## config.mk

```make
export PLATFORM = sky130hd
export DESIGN_NAME = cdd_link_top
export DESIGN_NICKNAME = d
export VERILOG_FILES = /design/src/verilog/cdd_pkg.sv /design/src/verilog/cdc_sector_feed.sv /design/src/verilog/cdd_frame_regs.sv /design/src/verilog/cdd_link_top.sv /design/src/verilog/cdd_serial_link.sv
export VERILOG_INCLUDE_DIRS = /design/src /design/src/verilog
export SDC_FILE = /design/constraint.sdc
export NUM_CORES = 1
export LEC_CHECK = 0
export BUFFER_PORTS_ARGS = -buffer_cell sky130_fd_sc_hd__clkbuf_2
export CELL_PAD_IN_SITES_DETAIL_PLACEMENT = 1
export CELL_PAD_IN_SITES_GLOBAL_PLACEMENT = 2
export CORE_MARGIN = 3
export CORE_UTILIZATION = 36
export DETAILED_ROUTE_END_ITERATION = 16
export PLACE_DENSITY_LB_ADDON = 0.1
export REMOVE_ABC_BUFFERS = 1
export SLEW_MARGIN = 10
export SYNTH_ARGS = -nofsm -noshare
export SYNTH_HDL_FRONTEND = slang
export SYNTH_HIERARCHICAL = 1
export SYNTH_SLANG_ARGS = --single-unit
```

## constraint.sdc

```tcl
create_clock -name clk_sys -period 2.7 [get_ports clk_sys]
set_input_delay 0.54 -clock clk_sys [delete_from_list [all_inputs] [get_ports clk_sys]]
set_output_delay 0.54 -clock clk_sys [all_outputs]
set_load 0.05 [all_outputs]
```

## src/verilog/cdd_defines.svh

```systemverilog
// Protocol constants for the CD drive link
// Values follow the CD subsystem's timing and are not meant to be tuned
// The frame length also sets the width of the frame type in cdd_pkg

`ifndef CDD_DEFINES_SVH
`define CDD_DEFINES_SVH

//////////////////////////////
// Status and command frames
//////////////////////////////

// Bytes per frame, both directions
`define CDD_FRAME_BYTES 12

// Countdown after a host toggle before the exchange starts
`define CDD_START_WAIT 15

// Idle cycles between one byte and the next request
`define CDD_NEXT_DELAY 1023

//////////////////////////////
// Sector data feed
//////////////////////////////

// Cycles each data strobe stays high
`define CDC_WR_HOLD 4

`endif

```

## src/verilog/cdd_pkg.sv

```systemverilog
// Types shared by the CD drive link blocks
// Frame byte 0 sits in the low bits and goes out first

`include "cdd_defines.svh"

package cdd_pkg;

	// One status or command frame
	typedef logic [`CDD_FRAME_BYTES-1:0][7:0] cdd_frame_t;

	// Byte position inside a frame
	typedef logic [3:0] cdd_byte_idx_t;

	// One download word, decoded either as mode bits or as two bytes
	typedef union packed {
		logic [15:0] raw;
		struct packed {
			logic [13:0] unused;
			logic        audio;
			logic        speed;
		} mode;
		struct packed {
			logic [7:0] hi;
			logic [7:0] lo;
		} bytes;
	} cdc_word_u;

endpackage

```

## src/verilog/cdc_sector_feed.sv

```systemverilog
// Sector data feed from a CD-data download
// First word of a download carries speed (bit 0) and audio (bit 1)
// No back-pressure, writes during a strobe are dropped

`timescale 1ns/1ps
`include "cdd_defines.svh"

module cdc_sector_feed (
	input  logic               clk_sys,
	input  logic               reset,
	input  logic               dl_active,
	input  logic               dl_wr,
	input  cdd_pkg::cdc_word_u dl_data,
	output logic [15:0]        cdc_data,
	output logic               cdc_wr,
	output logic               cdc_speed,
	output logic               cdc_audio
);
	localparam int HOLD_W = $clog2(`CDC_WR_HOLD + 1);

	typedef enum logic [1:0] {
		ST_WAIT_MODE,
		ST_IDLE,
		ST_STROBE
	} feed_state_t;

	feed_state_t       state;
	logic [HOLD_W-1:0] hold_cnt;
	logic              wr_req;

	assign wr_req = dl_active & dl_wr;

	// Byte-swapped data word, latched with each accepted write
	always_ff @(posedge clk_sys) begin
		if (state == ST_IDLE && wr_req) begin
			cdc_data <= {dl_data.bytes.lo, dl_data.bytes.hi};
		end
	end

	always_ff @(posedge clk_sys) begin
		if (reset) begin
			state     <= ST_WAIT_MODE;
			hold_cnt  <= '0;
			cdc_wr    <= 1'b0;
			cdc_speed <= 1'b0;
			cdc_audio <= 1'b0;
		end else begin
			case (state)
				ST_WAIT_MODE: begin
					if (wr_req) begin
						cdc_speed <= dl_data.mode.speed;
						cdc_audio <= dl_data.mode.audio;
						state     <= ST_IDLE;
					end
				end
				ST_IDLE: begin
					if (!dl_active) begin
						state <= ST_WAIT_MODE;
					end else if (dl_wr) begin
						cdc_wr   <= 1'b1;
						hold_cnt <= HOLD_W'(`CDC_WR_HOLD - 1);
						state    <= ST_STROBE;
					end
				end
				ST_STROBE: begin
					// Strobe always runs its full length
					if (hold_cnt == '0) begin
						cdc_wr <= 1'b0;
						state  <= ST_IDLE;
					end else begin
						hold_cnt <= hold_cnt - 1'b1;
					end
				end
				default: state <= ST_WAIT_MODE;
			endcase
		end
	end

endmodule

```

## src/verilog/cdd_frame_regs.sv

```systemverilog
// Status and command frame registers of the CD drive link
// The host frame must stay stable from its toggle until cmd_toggle answers
// A new host toggle mid-exchange restarts the countdown and the exchange

`timescale 1ns/1ps
`include "cdd_defines.svh"

module cdd_frame_regs (
	input  logic                   clk_sys,
	input  logic                   reset,
	input  cdd_pkg::cdd_frame_t    stat_frame,
	input  logic                   stat_toggle,
	input  cdd_pkg::cdd_byte_idx_t byte_idx,
	input  logic [7:0]             cmd_byte,
	input  logic                   cmd_we,
	input  logic                   frame_done,
	output logic [7:0]             stat_byte,
	output logic                   xfer_start,
	output cdd_pkg::cdd_frame_t    cmd_frame,
	output logic                   cmd_toggle
);
	import cdd_pkg::*;

	localparam int START_W = $clog2(`CDD_START_WAIT + 1);

	logic               stat_toggle_q;
	logic               stat_edge;
	logic               start_run;
	logic [START_W-1:0] start_cnt;
	logic               idx_ok;
	cdd_frame_t         stat_q;
	cdd_frame_t         cmd_work;

	assign stat_edge = stat_toggle ^ stat_toggle_q;
	assign idx_ok    = byte_idx < cdd_byte_idx_t'(`CDD_FRAME_BYTES);

	// Status byte for the link, zero past the end of the frame
	assign stat_byte = idx_ok ? stat_q[byte_idx] : 8'h00;

	//////////////////////////////
	// Host toggle and start countdown
	//////////////////////////////

	always_ff @(posedge clk_sys) begin
		if (reset) begin
			stat_toggle_q <= 1'b0;
			stat_q        <= '0;
			start_run     <= 1'b0;
			start_cnt     <= '0;
			xfer_start    <= 1'b0;
		end else begin
			stat_toggle_q <= stat_toggle;
			xfer_start    <= 1'b0;
			if (stat_edge) begin
				// Latch the frame and (re)arm the countdown
				stat_q    <= stat_frame;
				start_run <= 1'b1;
				start_cnt <= START_W'(`CDD_START_WAIT);
			end else if (start_run) begin
				start_cnt <= start_cnt - 1'b1;
				if (start_cnt == START_W'(1)) begin
					start_run  <= 1'b0;
					xfer_start <= 1'b1;
				end
			end
		end
	end

	//////////////////////////////
	// Command frame collection
	//////////////////////////////

	// Bytes land here one by one
	always_ff @(posedge clk_sys) begin
		if (cmd_we && idx_ok) begin
			cmd_work[byte_idx] <= cmd_byte;
		end
	end

	// Host copy only changes once the whole frame is in
	always_ff @(posedge clk_sys) begin
		if (reset) begin
			cmd_frame  <= '0;
			cmd_toggle <= 1'b0;
		end else if (frame_done) begin
			cmd_frame  <= cmd_work;
			cmd_toggle <= ~cmd_toggle;
		end
	end

endmodule

```

## src/verilog/cdd_link_top.sv

```systemverilog
// CD drive link, status/command frame exchange plus sector data feed
// Host side uses a toggle per frame in each direction
// All ports are on clk_sys; comclk and hdata must already be synchronous

`timescale 1ns/1ps

module cdd_link_top (
	input  logic                clk_sys,
	input  logic                reset,
	// Host frame exchange
	input  cdd_pkg::cdd_frame_t stat_frame,
	input  logic                stat_toggle,
	output cdd_pkg::cdd_frame_t cmd_frame,
	output logic                cmd_toggle,
	// CD subsystem serial port
	input  logic                comclk,
	input  logic                hdata,
	output logic                cdata,
	output logic                comreq_n,
	output logic                comsync_n,
	// Sector download
	input  logic                dl_active,
	input  logic                dl_wr,
	input  cdd_pkg::cdc_word_u  dl_data,
	output logic [15:0]         cdc_data,
	output logic                cdc_wr,
	output logic                cdc_speed,
	output logic                cdc_audio
);
	import cdd_pkg::*;

	cdd_byte_idx_t byte_idx;
	logic [7:0]    stat_byte;
	logic [7:0]    cmd_byte;
	logic          xfer_start;
	logic          cmd_we;
	logic          frame_done;

	cdd_frame_regs u_frame_regs (
		.clk_sys    (clk_sys),
		.reset      (reset),
		.stat_frame (stat_frame),
		.stat_toggle(stat_toggle),
		.byte_idx   (byte_idx),
		.cmd_byte   (cmd_byte),
		.cmd_we     (cmd_we),
		.frame_done (frame_done),
		.stat_byte  (stat_byte),
		.xfer_start (xfer_start),
		.cmd_frame  (cmd_frame),
		.cmd_toggle (cmd_toggle)
	);

	cdd_serial_link u_serial_link (
		.clk_sys   (clk_sys),
		.reset     (reset),
		.xfer_start(xfer_start),
		.stat_byte (stat_byte),
		.comclk    (comclk),
		.hdata     (hdata),
		.byte_idx  (byte_idx),
		.cmd_byte  (cmd_byte),
		.cmd_we    (cmd_we),
		.frame_done(frame_done),
		.cdata     (cdata),
		.comreq_n  (comreq_n),
		.comsync_n (comsync_n)
	);

	cdc_sector_feed u_sector_feed (
		.clk_sys  (clk_sys),
		.reset    (reset),
		.dl_active(dl_active),
		.dl_wr    (dl_wr),
		.dl_data  (dl_data),
		.cdc_data (cdc_data),
		.cdc_wr   (cdc_wr),
		.cdc_speed(cdc_speed),
		.cdc_audio(cdc_audio)
	);

endmodule

```

## src/verilog/cdd_serial_link.sv

```systemverilog
// Bit-serial byte exchange with the CD subsystem
// comclk and hdata are taken as synchronous to clk_sys, with each comclk
// phase lasting at least two clk_sys cycles
// Bits travel LSB first; comsync_n marks only the first byte of a frame

`timescale 1ns/1ps
`include "cdd_defines.svh"

module cdd_serial_link (
	input  logic                   clk_sys,
	input  logic                   reset,
	input  logic                   xfer_start,
	input  logic [7:0]             stat_byte,
	input  logic                   comclk,
	input  logic                   hdata,
	output cdd_pkg::cdd_byte_idx_t byte_idx,
	output logic [7:0]             cmd_byte,
	output logic                   cmd_we,
	output logic                   frame_done,
	output logic                   cdata,
	output logic                   comreq_n,
	output logic                   comsync_n
);
	import cdd_pkg::*;

	localparam int DLY_W = $clog2(`CDD_NEXT_DELAY + 1);
	localparam cdd_byte_idx_t LAST_IDX = cdd_byte_idx_t'(`CDD_FRAME_BYTES - 1);

	logic             comclk_q;
	logic             active;
	logic             fall_en;
	logic             rise_en;
	logic [2:0]       bit_cnt;
	logic [DLY_W-1:0] delay_cnt;
	logic             req_next;
	logic [7:0]       tx_shift;
	logic [7:0]       rx_shift;

	// comclk edges, only while a frame is in progress
	assign fall_en = active & comclk_q & ~comclk;
	assign rise_en = active & ~comclk_q & comclk;

	assign cmd_byte = rx_shift;

	//////////////////////////////
	// Shift registers
	//////////////////////////////

	always_ff @(posedge clk_sys) begin
		// Byte index is already current when the request goes out
		if (req_next) begin
			tx_shift <= stat_byte;
		end else if (fall_en) begin
			tx_shift <= {1'b0, tx_shift[7:1]};
		end
		if (rise_en) begin
			rx_shift <= {hdata, rx_shift[7:1]};
		end
	end

	//////////////////////////////
	// Handshake and byte sequencing
	//////////////////////////////

	always_ff @(posedge clk_sys) begin
		if (reset) begin
			comclk_q   <= 1'b0;
			active     <= 1'b0;
			bit_cnt    <= '0;
			byte_idx   <= '0;
			delay_cnt  <= '0;
			req_next   <= 1'b0;
			cmd_we     <= 1'b0;
			frame_done <= 1'b0;
			cdata      <= 1'b0;
			comreq_n   <= 1'b1;
			comsync_n  <= 1'b1;
		end else begin
			comclk_q   <= comclk;
			req_next   <= 1'b0;
			cmd_we     <= 1'b0;
			frame_done <= 1'b0;
			if (xfer_start) begin
				// Start or restart at byte 0
				active    <= 1'b1;
				bit_cnt   <= '0;
				byte_idx  <= '0;
				delay_cnt <= '0;
				comsync_n <= 1'b0;
				comreq_n  <= 1'b1;
				req_next  <= 1'b1;
			end else begin
				if (req_next) begin
					comreq_n <= 1'b0;
				end
				if (fall_en) begin
					cdata <= tx_shift[0];
				end
				if (rise_en) begin
					comreq_n <= 1'b1;
					bit_cnt  <= bit_cnt + 1'b1;
					cmd_we   <= (bit_cnt == 3'd7);
				end
				// Byte complete, stored this cycle at byte_idx
				if (cmd_we) begin
					comsync_n <= 1'b1;
					if (byte_idx == LAST_IDX) begin
						active     <= 1'b0;
						frame_done <= 1'b1;
					end else begin
						byte_idx  <= byte_idx + 1'b1;
						delay_cnt <= DLY_W'(`CDD_NEXT_DELAY);
					end
				end
				// Gap before the next request
				if (delay_cnt != '0) begin
					delay_cnt <= delay_cnt - 1'b1;
					req_next  <= (delay_cnt == DLY_W'(1));
				end
			end
		end
	end

endmodule

```

==> results of run 1 <==
layout make-up:
class	instances	area (um^2)
inverter	9	33.8
fill	3870	19500
clock buffer	57	1150
clock inverter	16	218
timing repair buffer	263	1450
multi-input combinational	693	4370
tap	461	577
sequential	361	8510
metal layers:
metal  part of all wire  vias to the layer above
li1                   -                     4404
met1               0.46                     4373
met2               0.48                      199
met3              0.039                       43
met4              0.015                        0
met5                  0                        -
cell families after synthesis:
group,after synthesis,synth area share
buffers and inverters,79,0.0265
multiplexers,133,0.124
AND/OR/NAND/NOR,394,0.126
flip-flops,361,0.644
adder cells (fa/ha/maj),9,0.00852
AO/OA/AOI/OAI,148,0.0639
XOR/XNOR,9,0.00654
cell usage in the layout, fill, tap and decap left out, types with 3 or more instances in the layout:
cell,n
nor3_1,4
xnor2_1,4
a211oi_1,4
xor2_1,3
buf_4,21
edfxtp_1,128
nand3_1,3
nand2b_1,8
clkbuf_8,6
ha_1,9
inv_1,9
clkinv_2,7
nor4_1,3
bufinv_16,5
mux4_2,24
mux2_2,7
clkbuf_1,10
nand3b_1,4
mux2i_1,102
clkbuf_16,41
a31oi_1,4
buf_12,5
nand2_1,214
o21ai_0,10
a22oi_1,8
or3_1,6
nor3b_1,3
dfxtp_1,230
nor2b_1,6
nor2_1,123
clkbuf_2,236
a21oi_1,106
final timing paths:
check                                          from                                    to  depth (start not counted)
max          u_serial_link/byte_idx[1]$_SDFFE_PP0P_   u_serial_link/tx_shift[0]$_DFFE_PP_                          5
min                                      dl_data[2]  u_sector_feed/cdc_data[10]$_DFFE_PP_                          1
min reg2reg    u_frame_regs/stat_q[94]$_SDFFE_PP0P_  u_frame_regs/stat_q[94]$_SDFFE_PP0P_                          2
max reg2reg  u_serial_link/byte_idx[1]$_SDFFE_PP0P_   u_serial_link/tx_shift[0]$_DFFE_PP_                          5
state kept, by name (all words and copies together) (netlist names), 2 cells and up:
| name | count |
|---|---|
| u_frame_regs/cmd_work | 96 |
| u_sector_feed/cdc_data | 16 |
| u_serial_link/delay_cnt | 10 |
| u_serial_link/tx_shift | 8 |
| u_serial_link/byte_idx | 4 |
| u_frame_regs/cmd_frame | 96 |
| u_serial_link/bit_cnt | 3 |
| u_sector_feed/state | 2 |
| u_sector_feed/hold_cnt | 3 |
| u_frame_regs/start_cnt | 4 |
| u_frame_regs/stat_q | 96 |
| u_serial_link/cmd_byte | 8 |
critical path: cells and delay by family (launching register included):
family / cells / cell delay (ns)
AO/OA/AOI/OAI: 1 / 0.21
AND/OR/NAND/NOR: 1 / 0.08
multiplexers: 2 / 0.76
buffers and inverters: 1 / 0.22
flip-flops: 1 / 0.69
power by group:
part | switching, mW | internal [mW]
Combinational | 0.560 | 0.407
Clock | 2.14 | 3.44
Sequential | 0.157 | 5.80
==> results.json, run 1 <==
{
  "worstSetupPathType": "register to register",
  "ctsResizeCount": 0,
  "post-route-period-util": 0.823,
  "tns_ns": 0,
  "end_kind": "register",
  "antenna_cells": 0,
  "grt_pass1_wl_um": 53400,
  "post-place-ws_ns": 0.468,
  "clock.fmax_mhz": 450,
  "synth_top_area_frac": 0.353,
  "post-dp-hpwl_um": 23300,
  "drv_slew": 0,
  "dp_cells": 1787,
  "whs_ns": 0.190,
  "cap_viol_max_count": 0,
  "tightest_slew_ns": 0.842,
  "synth_cell_types": 57,
  "hp-class": "primary input to register",
  "yosysSeqAreaShare": 0.644,
  "drive_above_1_share": 0.263,
  "design_area_um2": 16300,
  "grt_pass1_vias": 9342,
  "required_ns": 2.96,
  "synth_warnings": 6,
  "yosys-top-cells-count": "233 x dfxtp_1, 214 x nand2_1, 128 x edfxtp_1",
  "io_buffers": 237,
  "max_slew_margin": 0.438,
  "ctsHoldBuffers": 0,
  "syn2layout_area_growth_pct": 23.5,
  "p_leak_nw": 6.23,
  "status": "finished clean",
  "critPathSlowestCell": "dfxtp_2",
  "track_usage": 0.173,
  "use_met3": 0.0295,
  "critical_path_arrival_ns": 2.48,
  "netlist_instances": 1133,
  "synthTopCellsByArea": "dfxtp_1 35%, edfxtp_1 29%, mux2i_1 7.7%",
  "synth-edff-count": 128,
  "hold_violations": 0,
  "power.density_nw_per_um2": 767,
  "path_cells": "buf_12 > mux4_2 > a22oi_1 > nand2_1 > mux2_2",
  "die_w_um": 198,
  "num-nets-final": 1496,
  "vias": 9019,
  "met2_usage": 0.292,
  "cts.clk_slew.worst_paths_ns": 0.06,
  "grt_overflow_total": 0,
  "synth_area_per_cell_um2": 11.7,
  "routed_wirelength_um": 34400,
  "grt_setup_unrepaired": "false",
  "yosysTopAreaCell": "dfxtp_1",
  "root_buffer": "clkbuf_16",
  "synth_seq_cells": 361,
  "cts-buffers-inserted": 40,
  "finalPower_mw": 12.5,
  "async_reset_ff_frac": 0,
  "cts.sinks": 361,
  "postCtsSetupRepairBufs": 0,
  "reg2reg_slack_ns": 0.48,
  "start_util": 0.369,
  "cts_max_path_buffers": 3,
  "ant_nets": 0,
  "antenna_found_initial": 0,
  "first_pass_iters": 4,
  "drtIter0Drc": 387,
  "dpl_cell_area_um2": 14900,
  "clk_latency_ns": 0.52,
  "synth.most_common_cell": "dfxtp_1",
  "routabilityCongestion": 0.753,
  "cts_tree": "yes",
  "cpPeakStageDelay_ns": 0.69,
  "skew_ns": 0.0173,
  "vdd_ir_drop_max_v": 0.000379,
  "setup_viol": 0,
  "dieArea_um2": 39000,
  "num_rows": 69,
  "wire_per_inst_um": 18.5,
  "htreeDepth": 2,
  "met1_usage": 0.236,
  "die_height_um": 198,
  "fin_util": 0.455,
  "syn_area_um2": 13200,
  "grt_start_max_net_pins": 102,
  "min_period_ns": 2.22,
  "post_drt_via_cell_ratio": 4.85,
  "fin_ws_ns": 0.479,
  "coreArea_um2": 35800,
  "io_pins": 238,
  "cp_max_fo": 22,
  "cp-start-kind": "register",
  "synth-main-ff-cell": "dfxtp_1",
  "fin_cells": 1860,
  "drc_errors": 0,
  "grt.busiest_layer": "met2"
}
Note: power is estimated with default switching activity, not from simulation.
==> run 2, diff against run 1 <==
- ABC_AREA: not set -> 1
- CORE_UTILIZATION: 36 -> 30
- clock period: 2.7 -> 2 ns (I/O delays scaled with it)
==> run 2 against run 1 <==
- sequential share of layout area decreased by 2.5 points
- flip-flop and latch count did not move
- combinational power rose by 69%
- synthesized cell count up 35%
- register-to-register slack got worse by 0.06 ns
- total power rose by 42%
- non-clock buffer count rose by 29
- final area increased by 5.0%
- critical endpoint is now cmd_frame[38]
==> results.json, run 2 <==
{
  "status": "finished clean",
  "cts.clk_slew.worst_paths_ns": 0.06,
  "tns_ns": 0,
  "wire_per_inst_um": 16.8,
  "min_period_ns": 1.69,
  "cts-buffers-inserted": 42,
  "worstSetupPathType": "register to primary output",
  "syn2layout_area_growth_pct": 24.6,
  "routed_wirelength_um": 40400,
  "setup_viol": 0,
  "cts_tree": "yes",
  "coreArea_um2": 44700,
  "vias": 10800,
  "drive_above_1_share": 0.212,
  "routabilityCongestion": 0.746,
  "grt_pass1_wl_um": 63700,
  "end_kind": "primary output",
  "critPathSlowestCell": "dfxtp_1",
  "clk_latency_ns": 0.55,
  "reg_top3": "u_frame_regs/cmd_frame (96), u_frame_regs/cmd_work (96), u_frame_regs/stat_q (96)",
  "skew_ns": 0.0135,
  "die_w_um": 220,
  "hp-class": "primary input to register",
  "synth_warnings": 6,
  "dpl_cell_area_um2": 15500,
  "num_rows": 77,
  "fin_ws_ns": 0.309,
  "post-place-ws_ns": 0.338,
  "synth.most_common_cell": "nor2_1",
  "design_area_um2": 17100,
  "critPathBufInv": 1,
  "cap_viol_max_count": 0,
  "syn_area_um2": 13800,
  "vdd_ir_drop_max_v": 0.000524,
  "grt_overflow_total": 0,
  "cts.sinks": 361,
  "synthTopCellsByArea": "dfxtp_1 34%, edfxtp_1 28%, nor2_1 12%",
  "drv_slew": 0,
  "synth-main-ff-cell": "dfxtp_1",
  "ctsHoldBuffers": 15,
  "cp-start-kind": "register",
  "first_pass_iters": 4,
  "synth_area_per_cell_um2": 8.98,
  "antenna_cells": 0,
  "clock.fmax_mhz": 591,
  "drtIter0Drc": 495,
  "root_buffer": "clkbuf_16",
  "grt_setup_unrepaired": "false",
  "cpPeakStageDelay_ns": 0.43,
  "synth_seq_cells": 361,
  "ctsResizeCount": 0,
  "max_slew_margin": 0.454,
  "final_cell_mix": "432 x nor2_1, 296 x nand2_1, 237 x clkbuf_2",
  "final_common_cell": "nor2_1",
  "drc_errors": 0,
  "io_buffers": 237,
  "htreeDepth": 2,
  "cts_max_path_buffers": 3,
  "finalPower_mw": 17.8,
  "netlist_instances": 1532,
  "p_leak_nw": 7.65,
  "post-dp-hpwl_um": 26600,
  "die_height_um": 220,
  "required_ns": 1.60,
  "post-route-period-util": 0.845,
  "fin_cells": 2411,
  "post_drt_via_cell_ratio": 4.49,
  "dieArea_um2": 48400,
  "grt_pass1_vias": 11300,
  "dp_cells": 2319,
  "num-nets-final": 1914,
  "ant_nets": 0,
  "power.density_nw_per_um2": 1040,
  "crit_family": "flip-flops",
  "grt_start_max_net_pins": 88,
  "antenna_found_initial": 0,
  "synth-edff-count": 128,
  "cp_max_fo": 2,
  "hold_violations": 0,
  "synth_cell_types": 36,
  "async_reset_ff_frac": 0,
  "yosys-top-cells-count": "432 x nor2_1, 296 x nand2_1, 233 x dfxtp_1",
  "io_pins": 238,
  "start_util": 0.308,
  "yosysSeqAreaShare": 0.619,
  "yosysTopAreaCell": "dfxtp_1",
  "tightest_slew_ns": 0.819,
  "track_usage": 0.168,
  "path_cells": "clkbuf_2",
  "critical_path_arrival_ns": 1.29,
  "synth_top_area_frac": 0.339,
  "postCtsSetupRepairBufs": 0
}
==> run 2: through the flow <==
step                      utilization  hold slack, ns
final                           0.383          0.0588
after global placement          0.347           0.451
after detailed placement        0.347           0.460
after global routing            0.383          0.0353
after CTS                       0.383          0.0220
after floorplan                     -           0.444
==> run 2: logic make-up after synthesis <==
| logic type | after synthesis | synth area share |
|---|---|---|
| AO/OA/AOI/OAI | 227 | 0.0829 |
| XOR/XNOR | 5 | 0.00318 |
| adder cells (fa/ha/maj) | 9 | 0.00819 |
| buffers and inverters | 134 | 0.0571 |
| flip-flops | 361 | 0.619 |
| AND/OR/NAND/NOR | 796 | 0.230 |
==> run 2: layer usage <==
layer | track usage | wire length, um | vias up
li1 | - | - | 5450
met3 | 0.0288 | 1630 | 50
met1 | 0.219 | 18800 | 5152
met5 | 0 | 0 | -
met4 | 0.0419 | 679 | 0
met2 | 0.289 | 19300 | 184
==> run 2: area by class of cell <==
| class | count | area, um^2 |
|---|---|---|
| fillers | 5292 | 27600 |
| multi-input cells | 1037 | 4460 |
| well taps | 592 | 741 |
| inverters | 52 | 206 |
| flip-flops and latches | 361 | 8510 |
| repair buffers | 292 | 1750 |
| clock buffers | 59 | 1220 |
| clock inverters | 18 | 249 |
==> run 2: path summary, 6_finish.rpt <==
kind	start	endpoint	slack, ns	cells after the start
setup / recovery	u_frame_regs/cmd_frame[38]$_SDFFE_PP0P_	cmd_frame[38]	0.31	1
hold / removal	dl_data[0]	u_sector_feed/cdc_data[8]$_DFFE_PP_	0.06	1
setup reg to reg	u_serial_link/byte_idx[0]$_SDFFE_PP0P_	u_frame_regs/cmd_work[8]$_DFFE_PP_	0.42	4
hold reg to reg	u_frame_regs/cmd_work[22]$_DFFE_PP_	u_frame_regs/cmd_frame[22]$_SDFFE_PP0P_	0.47	2
==> run 2: where the power goes <==
part	switching [mW]	internal (mW)	total (mW)	leakage, nW
Clock	3.05	5.03	8.07	0.730
Combinational	1.02	0.610	1.63	3.86
Sequential	0.186	7.86	8.05	3.06
